### config.mk
export PLATFORM = sky130hd
export DESIGN_NAME = instr_buffer
export DESIGN_NICKNAME = d
export VERILOG_FILES = /design/src/ibuf_cfg_pkg.sv /design/src/instr_pkg.sv /design/src/instr_buffer.sv /design/src/multi_channel_fifo.sv /design/src/dispatch_count.sv /design/src/fetch_align.sv /design/src/bank_fifo.sv
export SDC_FILE = /design/constraint.sdc
export NUM_CORES = 1
export LEC_CHECK = 0
export BUFFER_PORTS_ARGS = -buffer_cell sky130_fd_sc_hd__buf_2
export CORE_MARGIN = 2
export CORE_UTILIZATION = 25
export CTS_CLUSTER_SIZE = 10
export DETAILED_ROUTE_END_ITERATION = 10
export GPL_TIMING_DRIVEN = 0
export PLACE_DENSITY_LB_ADDON = 0.05
export SETUP_SLACK_MARGIN = 0.3
export SLEW_MARGIN = 10
export SYNTH_ARGS = -nofsm -noshare
export SYNTH_HDL_FRONTEND = slang
export SYNTH_SLANG_ARGS = --single-unit
### constraint.sdc
create_clock -name clk -period 12.2 [get_ports clk]
set_input_delay 2.44 -clock clk [delete_from_list [all_inputs] [get_ports clk]]
set_output_delay 2.44 -clock clk [all_outputs]
set_load 0.1 [all_outputs]
### src/ibuf_cfg_pkg.sv
package ibuf_cfg_pkg;

	localparam int BANK = 4; // Bank FIFOs
	localparam int DEPTH = 4; // Entries per bank
	localparam int WRITE_PORT = 2; // Fetch lanes per cycle
	localparam int READ_PORT = 2; // Decode lanes per cycle

	// Bank selector and port-relative rotation index
	typedef logic [$clog2(BANK)-1:0] bank_idx_t;

	// Number of full banks, 0 to BANK
	typedef logic [$clog2(BANK+1)-1:0] bank_cnt_t;

	// Instructions written in one cycle, 0 to WRITE_PORT
	typedef logic [$clog2(WRITE_PORT+1)-1:0] wr_cnt_t;

	// Instructions read in one cycle, 0 to READ_PORT
	typedef logic [$clog2(READ_PORT+1)-1:0] rd_cnt_t;

	// Occupancy of a single bank, 0 to DEPTH
	typedef logic [$clog2(DEPTH+1)-1:0] fill_t;

endpackage
### src/instr_pkg.sv
package instr_pkg;

	import ibuf_cfg_pkg::*;

	localparam int INSTR_WIDTH = 32;

	typedef logic [INSTR_WIDTH-1:0] instr_t;

	// Lane 0 sits in the low word
	typedef instr_t [WRITE_PORT-1:0] wr_lanes_t;
	typedef instr_t [READ_PORT-1:0] rd_lanes_t;

	typedef logic [WRITE_PORT-1:0] wr_mask_t;
	typedef logic [READ_PORT-1:0] rd_mask_t;

endpackage

### src/instr_buffer.sv
`timescale 1ns/1ps

module instr_buffer import ibuf_cfg_pkg::*, instr_pkg::*; (
	input logic clk,
	input logic rst_i,
	input logic flush_i,

	input logic fetch_valid_i,
	input wr_mask_t fetch_mask_i,
	input wr_lanes_t fetch_instr_i,
	output logic fetch_ready_o,

	output rd_mask_t dec_valid_o,
	output rd_lanes_t dec_instr_o,
	input rd_cnt_t dec_slots_i,
	output rd_cnt_t dec_taken_o
);

	wr_cnt_t write_num;
	wr_lanes_t write_data;

	fetch_align i_fetch_align (
		.fetch_mask_i  (fetch_mask_i),
		.fetch_instr_i (fetch_instr_i),
		.write_num_o   (write_num),
		.write_data_o  (write_data)
	);

	multi_channel_fifo i_fifo (
		.clk           (clk),
		.rst_i         (rst_i),
		.flush_i       (flush_i),
		.write_valid_i (fetch_valid_i),
		.write_ready_o (fetch_ready_o),
		.write_num_i   (write_num),
		.write_data_i  (write_data),
		.read_valid_o  (dec_valid_o),
		.read_num_i    (dec_taken_o), // Pops what decode takes
		.read_data_o   (dec_instr_o)
	);

	dispatch_count i_dispatch_count (
		.read_valid_i (dec_valid_o),
		.dec_slots_i  (dec_slots_i),
		.read_num_o   (dec_taken_o)
	);

endmodule

### src/multi_channel_fifo.sv
`timescale 1ns/1ps

module multi_channel_fifo import ibuf_cfg_pkg::*, instr_pkg::*; (
	input logic clk,
	input logic rst_i,
	input logic flush_i,

	input logic write_valid_i,
	output logic write_ready_o,
	input wr_cnt_t write_num_i,
	input wr_lanes_t write_data_i,

	output rd_mask_t read_valid_o,
	input rd_cnt_t read_num_i,
	output rd_lanes_t read_data_o
);

	// Per bank, the lane offset it takes relative to the current write/read head
	bank_idx_t port_write_idx [BANK];
	bank_idx_t port_read_idx [BANK];

	logic [BANK-1:0] bank_push;
	logic [BANK-1:0] bank_pop;
	logic [BANK-1:0] bank_full;
	logic [BANK-1:0] bank_empty;
	instr_t bank_din [BANK];
	instr_t bank_dout [BANK];

	bank_cnt_t full_cnt;
	logic write_fire;

	always_comb begin
		full_cnt = '0;
		for (int b = 0; b < BANK; b++) begin
			full_cnt = full_cnt + bank_cnt_t'(bank_full[b]);
		end
	end

	// Room for a whole packet whatever its mask
	assign write_ready_o = (full_cnt <= bank_cnt_t'(BANK - WRITE_PORT));
	assign write_fire = write_valid_i && write_ready_o;

	always_ff @(posedge clk) begin
		if (rst_i || flush_i) begin
			for (int b = 0; b < BANK; b++) begin
				port_write_idx[b] <= bank_idx_t'(b);
				port_read_idx[b] <= bank_idx_t'(b);
			end
		end else begin
			for (int b = 0; b < BANK; b++) begin
				if (write_fire) begin
					port_write_idx[b] <= port_write_idx[b] - bank_idx_t'(write_num_i);
				end
				port_read_idx[b] <= port_read_idx[b] - bank_idx_t'(read_num_i); // Zero means hold
			end
		end
	end

	// Route write lane k into the bank whose port offset is k
	always_comb begin
		for (int b = 0; b < BANK; b++) begin
			bank_din[b] = write_data_i[0];
			for (int k = 0; k < WRITE_PORT; k++) begin
				if (port_write_idx[b] == bank_idx_t'(k)) begin
					bank_din[b] = write_data_i[k];
				end
			end
			bank_push[b] = !flush_i && write_fire
				&& (port_write_idx[b] < bank_idx_t'(write_num_i));
			bank_pop[b] = !flush_i && (port_read_idx[b] < bank_idx_t'(read_num_i));
		end
	end

	for (genvar b = 0; b < BANK; b++) begin : g_bank
		bank_fifo i_bank (
			.clk     (clk),
			.rst_i   (rst_i),
			.flush_i (flush_i),
			.push_i  (bank_push[b]),
			.pop_i   (bank_pop[b]),
			.data_i  (bank_din[b]),
			.data_o  (bank_dout[b]),
			.full_o  (bank_full[b]),
			.empty_o (bank_empty[b])
		);
	end

	// Output lane i is the bank at read rotation i, lane 0 oldest
	always_comb begin
		read_data_o = '0;
		read_valid_o = '0;
		for (int i = 0; i < READ_PORT; i++) begin
			for (int b = 0; b < BANK; b++) begin
				if (port_read_idx[b] == bank_idx_t'(i)) begin
					read_data_o[i] = bank_dout[b];
					read_valid_o[i] = !bank_empty[b];
				end
			end
		end
	end

	// Reading lane i needs lanes 0..i valid, so read_num stays within the leading run
	for (genvar i = 0; i < READ_PORT; i++) begin : g_rd_chk
		a_read_in_run: assert property (
			@(posedge clk) disable iff (rst_i || flush_i)
			(read_num_i > rd_cnt_t'(i)) |-> read_valid_o[i]
		) else $error("multi_channel_fifo: read beyond valid lanes");
	end

	a_write_num: assert property (
		@(posedge clk) disable iff (rst_i)
		write_valid_i |-> (write_num_i <= wr_cnt_t'(WRITE_PORT))
	) else $error("multi_channel_fifo: write_num above WRITE_PORT");

endmodule

### src/dispatch_count.sv
`timescale 1ns/1ps

module dispatch_count import ibuf_cfg_pkg::*, instr_pkg::*; (
	input rd_mask_t read_valid_i,
	input rd_cnt_t dec_slots_i,
	output rd_cnt_t read_num_o
);

	// Count valid lanes from lane 0 up to the first hole
	always_comb begin
		rd_cnt_t lead;
		logic hole;
		lead = '0;
		hole = 1'b0;
		for (int i = 0; i < READ_PORT; i++) begin
			if (!read_valid_i[i]) begin
				hole = 1'b1;
			end else if (!hole) begin
				lead = lead + rd_cnt_t'(1);
			end
		end
		read_num_o = (dec_slots_i < lead) ? dec_slots_i : lead; // Limited by decode slots
	end

endmodule

### src/fetch_align.sv
`timescale 1ns/1ps

module fetch_align import ibuf_cfg_pkg::*, instr_pkg::*; (
	input wr_mask_t fetch_mask_i,
	input wr_lanes_t fetch_instr_i,
	output wr_cnt_t write_num_o,
	output wr_lanes_t write_data_o
);

	// Lane j moves down to the number of valid lanes below it
	always_comb begin
		wr_cnt_t below;
		below = '0;
		write_data_o = '0; // Lanes at or above write_num_o unused
		for (int j = 0; j < WRITE_PORT; j++) begin
			for (int k = 0; k < WRITE_PORT; k++) begin
				if (fetch_mask_i[j] && (below == wr_cnt_t'(k))) begin
					write_data_o[k] = fetch_instr_i[j];
				end
			end
			below = below + wr_cnt_t'(fetch_mask_i[j]);
		end
		write_num_o = below; // Total set bits
	end

endmodule

### src/bank_fifo.sv
`timescale 1ns/1ps

module bank_fifo import ibuf_cfg_pkg::*, instr_pkg::*; (
	input logic clk,
	input logic rst_i,
	input logic flush_i,
	input logic push_i,
	input logic pop_i,
	input instr_t data_i,
	output instr_t data_o,
	output logic full_o,
	output logic empty_o
);

	typedef logic [$clog2(DEPTH)-1:0] slot_t;

	instr_t mem [DEPTH];
	slot_t wr_ptr;
	slot_t rd_ptr;
	fill_t fill;

	assign full_o = (fill == fill_t'(DEPTH));
	assign empty_o = (fill == '0);
	assign data_o = mem[rd_ptr]; // Head shown without a register stage

	always_ff @(posedge clk) begin
		if (push_i) begin
			mem[wr_ptr] <= data_i;
		end
	end

	always_ff @(posedge clk) begin
		if (rst_i || flush_i) begin
			wr_ptr <= '0;
			rd_ptr <= '0;
			fill <= '0;
		end else begin
			if (push_i) begin
				wr_ptr <= wr_ptr + slot_t'(1); // Wraps at DEPTH
			end
			if (pop_i) begin
				rd_ptr <= rd_ptr + slot_t'(1);
			end
			case ({push_i, pop_i})
				2'b10: fill <= fill + fill_t'(1);
				2'b01: fill <= fill - fill_t'(1);
				default: fill <= fill;
			endcase
		end
	end

	// The banked FIFO must never steer a write into a full bank
	a_no_push_full: assert property (
		@(posedge clk) disable iff (rst_i || flush_i)
		full_o |-> !push_i
	) else $error("bank_fifo: push while full");

	// Decode may only consume entries that are shown as valid
	a_no_pop_empty: assert property (
		@(posedge clk) disable iff (rst_i || flush_i)
		empty_o |-> !pop_i
	) else $error("bank_fifo: pop while empty");

endmodule

==> impl_results.rst, run 1 <==
.. list-table::
   :header-rows: 1

   * - Metric
     - Value
   * - TritonCTS buffer count
     - 71
   * - Clk Latency, worst-skew pair
     - 0.62 ns
   * - Layout net count
     - 1,872
   * - Count of standard-cell rows
     - 113
   * - Count of flip-flops with a built-in enable after synthesis
     - 520
   * - Kind of capture point of the worst setup path
     - output port
   * - Reported leakage power
     - 9.174 nW
   * - Cell types occupying the most area after synthesis
     - edfxtp_1 (65%), mux4_2 (12%), dfxtp_1 (3.7%), o21ai_0 (2.8%), nand2_1 (2.7%)
   * - Final hold vios
     - 0
   * - Clock Skew
     - 0.01801 ns
   * - Detailed-router iteration count before antenna repair
     - 5
   * - Post-synth net total
     - 1,657
   * - Maximum number of pins on one net before global-route repair
     - 33
   * - # IOs
     - 141
   * - CTS hold repair buffers
     - 0
   * - Register clock-pin slew on the reported worst setup and hold paths
     - 0.05 ns
   * - Netlist area before placement
     - 0.02412 sq mm
   * - Class of the tightest hold or removal check
     - reg2reg
   * - Routed length on met2
     - 41,220 um
   * - Final critical path time including I/O delays and setup
     - 6.572 ns
   * - Number of DRC markers in iteration 0
     - 1,302
   * - Routed Antenna Nets
     - 0
   * - Dominant cell type by area after synthesis
     - edfxtp_1
   * - Number of design rule violations left after detail routing
     - 0
   * - Most frequently used cell type in the post-synthesis netlist
     - edfxtp_1
   * - Final wirelength
     - 85,840 um
   * - Via count of the routed design
     - 14,700
   * - Total global routing overflow
     - 0
   * - Finish-stage setup viols
     - 0
   * - Fmax
     - 152.2 MHz
   * - Vias in the first global route
     - 15,290
   * - Post-DP HPWL
     - 54,780 um
   * - TNS Setup
     - 0 ns
   * - TritonCTS clock tree
     - yes
   * - Mean post-synth cell area
     - 15.69 sq um
   * - Proportion of synthesized flip-flops having asynchronous set or reset
     - 0%
   * - X dimension of the die
     - 314.6 um
   * - Antenna violations before repair
     - 5
   * - Number of buffers added on ports
     - 140
   * - Max_slew headroom
     - 3.030%
   * - Peak VDD IR
     - 0.00008689 V
   * - Total met3 wirelength after detailed routing
     - 5246 um
   * - Die span in y
     - 314.6 um
   * - Worst path slowest cell
     - nor3_2
   * - Setup Crit Path Kind
     - reg2out
   * - Flip-flop cell with the highest count after synthesis
     - edfxtp_1
   * - Slew Viols, Final
     - 0
   * - Sum of buffers and inverters on the critical path
     - 2
   * - Portion of synthesized cell area occupied by the leading cell type
     - 64.74%
   * - Total number of yosys warnings
     - 0
   * - Sequential share of the synthesized area
     - 68.39%
   * - Slew at the pin closest to its max-slew limit
     - 1.443 ns
   * - Tot GR Track Use
     - 17.28%
   * - RSZ-0062 raised after global routing
     - no
   * - First-pass GRT wire length
     - 118,300 um
   * - Max capacitance violation total
     - 0
   * - Number of distinct library cells after synthesis
     - 40
   * - Number of buffers inserted to repair setup after CTS
     - 0
   * - Wire per inst
     - 28.08 um
   * - Die footprint
     - 0.09898 sq mm
   * - FF+latch count, synth
     - 564
   * - Period Utilization, post-route
     - 53.87%
   * - Pwr per Cell Area
     - 163.3 mW/mm^2
   * - Starting density of the core
     - 25.31%
   * - Share of cells above drive strength 1
     - 22.43%
   * - RD Place Congestion
     - 0.7263
   * - Core box area
     - 0.09529 sq mm
   * - Detailed-routing wirelength on met1
     - 37,570 um
   * - Clock tree sinks
     - 564
   * - Arr. time, crit path
     - 4.13 ns
   * - Area added between synthesis and finish
     - 18.31%
   * - Result of the run
     - completed
   * - Worst-case register-to-register setup slack
     - 7.07 ns
   * - Family of cells with the greatest summed delay on the critical path
     - buffers and inverters
   * - Vias per cell
     - 4.807
   * - Number of antenna repair diodes
     - 0
   * - Worst-case clock buffer depth
     - 3
   * - Worst hold slack
     - 0.5031 ns
   * - Maximum net fanout on the critical path
     - 10
   * - Uppermost routed layer
     - met5
   * - Crit start category
     - register
   * - Largest incremental delay on the critical path
     - 0.88 ns
   * - Root Buffer Master
     - clkbuf_16
   * - Filler Cells Inserted
     - 9,565
   * - Ordered cell list for the critical path
     - nor2_1 > nor3_2 > clkbuf_1 > a22oi_1 > a21oi_1 > buf_2
   * - # resized after CTS
     - 0
   * - H-tree Lvls
     - 3
   * - Most numerous cell types in the synthesized netlist
     - edfxtp_1 (520), nand2_1 (175), o21ai_0 (133)
   * - Post-Syn Instances
     - 1,537
   * - CP required
     - 9.76 ns
sequential cells by signal (all words and copies together), names as in the netlist, named ones only:
| signal | cells |
|---|---|
| i_fifo.port_write_idx | 8 |
| i_fifo.g_bank.i_bank.rd_ptr | 8 |
| i_fifo.port_read_idx | 8 |
| i_fifo.g_bank.i_bank.fill | 12 |
| i_fifo.g_bank.i_bank.wr_ptr | 8 |
| i_fifo.g_bank.i_bank.mem | 512 |
area by class of cell:
| type | instances | area [sq um] | area share [%] |
|---|---|---|---|
| Sequential cell | 564 | 16500 | 57.81 |
| Clock buffer | 91 | 1862 | 6.525 |
| Timing Repair Buffer | 142 | 755.7 | 2.648 |
| Multi-Input combinational cell | 835 | 7121 | 24.95 |
| Inverter | 45 | 168.9 | 0.5919 |
| Clock inverter | 22 | 175.2 | 0.6139 |
| Tap cell | 1265 | 1583 | 5.547 |
| Buffer | 93 | 374.1 | 1.311 |
report_power, final:
part / total (mW) / internal, mW / switching (mW)
Sequential: 2.15 / 2.15 / 0.00571
Combinational: 0.599 / 0.110 / 0.489
Clock: 1.91 / 1.09 / 0.814
worst reg2reg max path, stage by stage, from the launching register on:
cell and delay [ns]:
dfxtp_1 0.34, nor2_1 0.77, nor3_2 0.38, a211o_2 0.40, nand3_1 0.08, ha_1 0.16
nor2_1 0.06, o41ai_2 0.62, ha_1 0.31, fa_1 0.17, nor2b_1 0.38, ha_1 0.27
inv_1 0.07, fa_1 0.43, xor2_1 0.16, or3_1 0.31, a21oi_1 0.14
cell families after synthesis:
logic type      count (synthesis)  synth area share [%]
mux                           136                 12.30
buf+inv                       138                 2.251
compound gates                340                 8.212
flops                         564                 68.39
xor+xnor                       20                0.7263
simple gates                  291                 5.219
fa+ha+maj                      48                 2.895
per-layer routing:
metal	track usage (%)	vias to the layer above
met5	0	-
met4	4.600	2
met3	3.327	114
met2	28.50	474
met1	23.26	7686
li1	-	6420
stage by stage:
step	instances	setup slack [ns]	power [mW]	instance area [sq um]	util (%)
5_1_grt	3057	5.476	4.818	28530	29.94
4_1_cts	3057	5.500	4.723	28530	29.94
3_3_place_gp	2942	4.274	2.791	26400	27.71
2_1_floorplan	1537	5.264	2.609	24120	-
6_report	3057	5.628	4.659	28530	29.94
3_5_place_dp	2944	5.517	2.795	26500	27.81
layout by cell type (no fill, tap or decap), drive strengths merged, types with 35 or more instances in the layout:
| cell type | instances |
|---|---|
| clkbuf | 159 |
| a22oi | 64 |
| a21oi | 72 |
| nand2 | 175 |
| o21ai | 134 |
| ha | 35 |
| mux4 | 128 |
| dfxtp | 44 |
| o22ai | 64 |
| inv | 50 |
| buf | 167 |
| edfxtp | 520 |
| nor2 | 50 |
final timing paths:
| kind | endpoint | cells after the start | start |
|---|---|---|---|
| worst min-delay path | i_fifo.g_bank[1].i_bank.fill[2] | 2 | i_fifo.g_bank[1].i_bank.fill[2] |
| worst min register to register | i_fifo.g_bank[1].i_bank.fill[2] | 2 | i_fifo.g_bank[1].i_bank.fill[2] |
| worst max-delay path | dec_instr_o[12] | 6 | i_fifo.port_read_idx[0][2] |
| worst max register to register | i_fifo.g_bank[1].i_bank.fill[2] | 16 | i_fifo.port_read_idx[0][2] |
(Power assumes the default switching activity.)
==> run 2, diff against run 1 <==
--- a/config.mk
+++ b/config.mk
@@ -5,6 +5,7 @@
 export SDC_FILE = /design/constraint.sdc
 export NUM_CORES = 1
 export LEC_CHECK = 0
+export ABC_AREA = 1
 export BUFFER_PORTS_ARGS = -buffer_cell sky130_fd_sc_hd__buf_2
 export CORE_MARGIN = 2
 export CORE_UTILIZATION = 25
==> constraint.sdc (replaced) <==
create_clock -name clk -period 5.7 [get_ports clk]
set_input_delay 1.14 -clock clk [delete_from_list [all_inputs] [get_ports clk]]
set_output_delay 1.14 -clock clk [all_outputs]
set_load 0.1 [all_outputs]
==> impl_results.rst, run 2 <==
.. list-table::
   :header-rows: 1

   * - Metric
     - Value
   * - Max_slew headroom
     - 25.21%
   * - Fmax
     - 206.9 MHz
   * - Number of buffers inserted to repair setup after CTS
     - 0
   * - RSZ-0062 raised after global routing
     - no
   * - Routed Antenna Nets
     - 0
   * - Max capacitance violation total
     - 0
   * - Peak VDD IR
     - 0.0002650 V
   * - Crit start category
     - register
   * - Most numerous cell types in the synthesized netlist
     - nand2_1 (995), edfxtp_1 (520), o21ai_0 (282)
   * - Clock Skew
     - 0.02094 ns
   * - Finish-stage setup viols
     - 0
   * - Flip-flop cell with the highest count after synthesis
     - edfxtp_1
   * - Largest incremental delay on the critical path
     - 0.50 ns
   * - Total global routing overflow
     - 0
   * - Layout Cells excl Fill
     - 4,350
   * - Final critical path time including I/O delays and setup
     - 4.834 ns
   * - Routed length on met2
     - 45,830 um
   * - First-pass GRT wire length
     - 138,700 um
   * - Core box area
     - 0.1036 sq mm
   * - Wire per inst
     - 22.98 um
   * - Post-route cell area
     - 0.03114 sq mm
   * - Final wirelength
     - 99,950 um
   * - Arr. time, crit path
     - 3.69 ns
   * - Number of buffers added on ports
     - 140
   * - Total met3 wirelength after detailed routing
     - 5638 um
   * - CTS hold repair buffers
     - 0
   * - Detailed-routing wirelength on met1
     - 46,870 um
   * - Dominant cell type by area after synthesis
     - edfxtp_1
   * - H-tree Lvls
     - 3
   * - Ordered cell list for the critical path
     - inv_1 > nor2_2 > inv_1 > nand2_1 > nand2_1 > nand2_1 > inv_1 > nand2_1 > ha_1 > or2_2 > a21oi_2 > buf_2
   * - Slew Viols, Final
     - 0
   * - Commonest cells after routing, fill and taps aside
     - nand2_1 (995), edfxtp_1 (520), o21ai_0 (281)
   * - Antenna violations before repair
     - 6
   * - Most frequently used cell type in the post-synthesis netlist
     - nand2_1
   * - Sum of buffers and inverters on the critical path
     - 4
   * - Setup Crit Path Kind
     - reg2out
   * - Clk Latency, worst-skew pair
     - 0.61 ns
   * - CP required
     - 4.56 ns
   * - X dimension of the die
     - 327.5 um
   * - Area added between synthesis and finish
     - 19.08%
   * - Cell Area, Placed
     - 0.02907 sq mm
   * - Post-synth net total
     - 2,815
   * - Proportion of synthesized flip-flops having asynchronous set or reset
     - 0%
   * - Mean post-synth cell area
     - 9.705 sq um
   * - Result of the run
     - completed
   * - # resized after CTS
     - 0
   * - Most common cell after layout, fill and taps aside
     - nand2_1
   * - # IOs
     - 141
   * - Portion of synthesized cell area occupied by the leading cell type
     - 59.70%
   * - Slew at the pin closest to its max-slew limit
     - 1.110 ns
   * - Largest registers in the final layout
     - i_fifo.g_bank.i_bank.mem (512), i_fifo.g_bank.i_bank.fill (12)
   * - Family of cells with the greatest summed delay on the critical path
     - simple AND/OR/NAND/NOR gates
   * - Starting density of the core
     - 25.24%
   * - Worst-case clock buffer depth
     - 3
   * - Count of flip-flops with a built-in enable after synthesis
     - 520
   * - Post-Syn Instances
     - 2,695
   * - Reported leakage power
     - 11.90 nW
   * - Layout net count
     - 3,044
   * - Kind of capture point of the worst setup path
     - output port
   * - Die footprint
     - 0.1072 sq mm
   * - TritonCTS buffer count
     - 71
   * - Post-DP HPWL
     - 76,950 um
   * - Maximum net fanout on the critical path
     - 7
   * - Top register by number of flip-flops
     - i_fifo.g_bank.i_bank.mem
   * - Sequential share of the synthesized area
     - 63.07%
   * - Most numerous cell on the critical path
     - nand2_1
   * - Vias in the first global route
     - 18,600
   * - Number of distinct library cells after synthesis
     - 28
   * - Total number of yosys warnings
     - 0
   * - Worst path slowest cell
     - nor2_2
   * - Root Buffer Master
     - clkbuf_16
   * - Tot GR Track Use
     - 18.28%
   * - TritonCTS clock tree
     - yes
   * - Max FFs per register
     - 512
   * - Count of standard-cell rows
     - 118
   * - Class of the tightest hold or removal check
     - reg2reg
   * - Die span in y
     - 327.5 um
   * - Cell types occupying the most area after synthesis
     - edfxtp_1 (60%), nand2_1 (14%), o21ai_0 (5.4%), dfxtp_1 (3.4%), nand3_1 (2.5%)
   * - Via count of the routed design
     - 20,270
   * - Clock tree sinks
     - 564
   * - Pwr per Cell Area
     - 333.5 mW/mm^2
   * - Netlist area before placement
     - 0.02616 sq mm
   * - Uppermost routed layer
     - met5
   * - Vias per cell
     - 4.661
   * - Share of cells above drive strength 1
     - 12.37%
   * - FF+latch count, synth
     - 564
   * - Maximum number of pins on one net before global-route repair
     - 24
   * - Number of placed cells counting well taps
     - 4,231
   * - Register clock-pin slew on the reported worst setup and hold paths
     - 0.05 ns
   * - Period Utilization, post-route
     - 84.80%
   * - RD Place Congestion
     - 0.9191
   * - Number of design rule violations left after detail routing
     - 0
   * - Number of DRC markers in iteration 0
     - 1,935
   * - Final hold vios
     - 0
   * - Detailed-router iteration count before antenna repair
     - 5
-- run 2: per-layer routing --
layer	track usage, %	up-vias
li1	-	9610
met2	29.13	663
met3	3.252	94
met5	0	-
met1	26.10	9903
met4	3.331	4
-- run 2: area by class of cell --
class	instances	area (sq um)
Fill cell	10850	72500
Inverter	92	350.3
Antenna cell	3	7.507
Buffer	160	807.0
Sequential cell	564	16500
Clock buffer	99	1913
Tap cell	1380	1727
Multi-Input combinational cell	1879	8626
Clock inverter	17	152.6
Timing Repair Buffer	156	1066
-- run 2: worst paths after layout --
path                                                        start                                 to  slack (ns)  cells after the start
worst max-delay path                   i_fifo.port_read_idx[0][4]                     dec_taken_o[0]        0.87                     12
worst max register to register         i_fifo.port_read_idx[0][4]    i_fifo.g_bank[0].i_bank.fill[2]        1.09                     22
worst min-delay path            i_fifo.g_bank[1].i_bank.rd_ptr[0]  i_fifo.g_bank[1].i_bank.rd_ptr[0]        0.47                      1
worst min register to register  i_fifo.g_bank[1].i_bank.rd_ptr[0]  i_fifo.g_bank[1].i_bank.rd_ptr[0]        0.47                      1
-- run 2: through the flow --
stage | hold slack (ns) | TNS (ns) | utilization, % | total power, mW | setup WS (ns)
2_1_floorplan | 0.4435 | 0 | - | 5.805 | 0.6890
3_3_place_gp | 0.4530 | -421.96 | 27.58 | 6.338 | -0.9588
3_5_place_dp | 0.4643 | 0 | 28.05 | 6.354 | 1.150
4_1_cts | 0.4753 | 0 | 30.04 | 10.54 | 0.8976
5_1_grt | 0.4981 | 0 | 30.04 | 10.78 | 0.7130
6_report | 0.4726 | 0 | 30.05 | 10.39 | 0.8663
-- run 2: logic make-up (layout without fill, tap and decap cells) --
kind of cell	count (synthesis)	count (layout)	share of synthesized area, %
fa+ha+maj	48	48	2.669
buf+inv	252	524	4.425
compound gates	506	506	9.835
flops	564	564	63.07
other cells	0	3	0
simple gates	1321	1321	19.87
xor+xnor	4	4	0.1339
-- run 2: worst register-to-register path, stage by stage, from the launching register on --
cell     delay [ns]
dfxtp_1        0.30
inv_1          0.07
nor2_2         0.51
inv_1          0.41
nand2_1        0.17
nand2_1        0.07
nand2_1        0.10
inv_1          0.06
nand2_1        0.07
ha_1           0.23
or2_2          0.30
a21oi_2        0.31
ha_1           0.24
fa_1           0.34
inv_1          0.09
nor2_1         0.11
ha_1           0.15
inv_1          0.07
fa_1           0.43
a21oi_1        0.15
o21ai_0        0.11
o21ai_0        0.16
a21oi_1        0.05
-- run 2: power breakdown --
part / switching, mW / total [mW] / leakage [nW] / internal [mW]
Clock: 1.71 / 4.13 / 0.999 / 2.42
Combinational: 1.38 / 1.64 / 5.81 / 0.265
Sequential: 0.0126 / 4.61 / 5.09 / 4.60
Total: 3.10 / 10.4 / 11.9 / 7.28
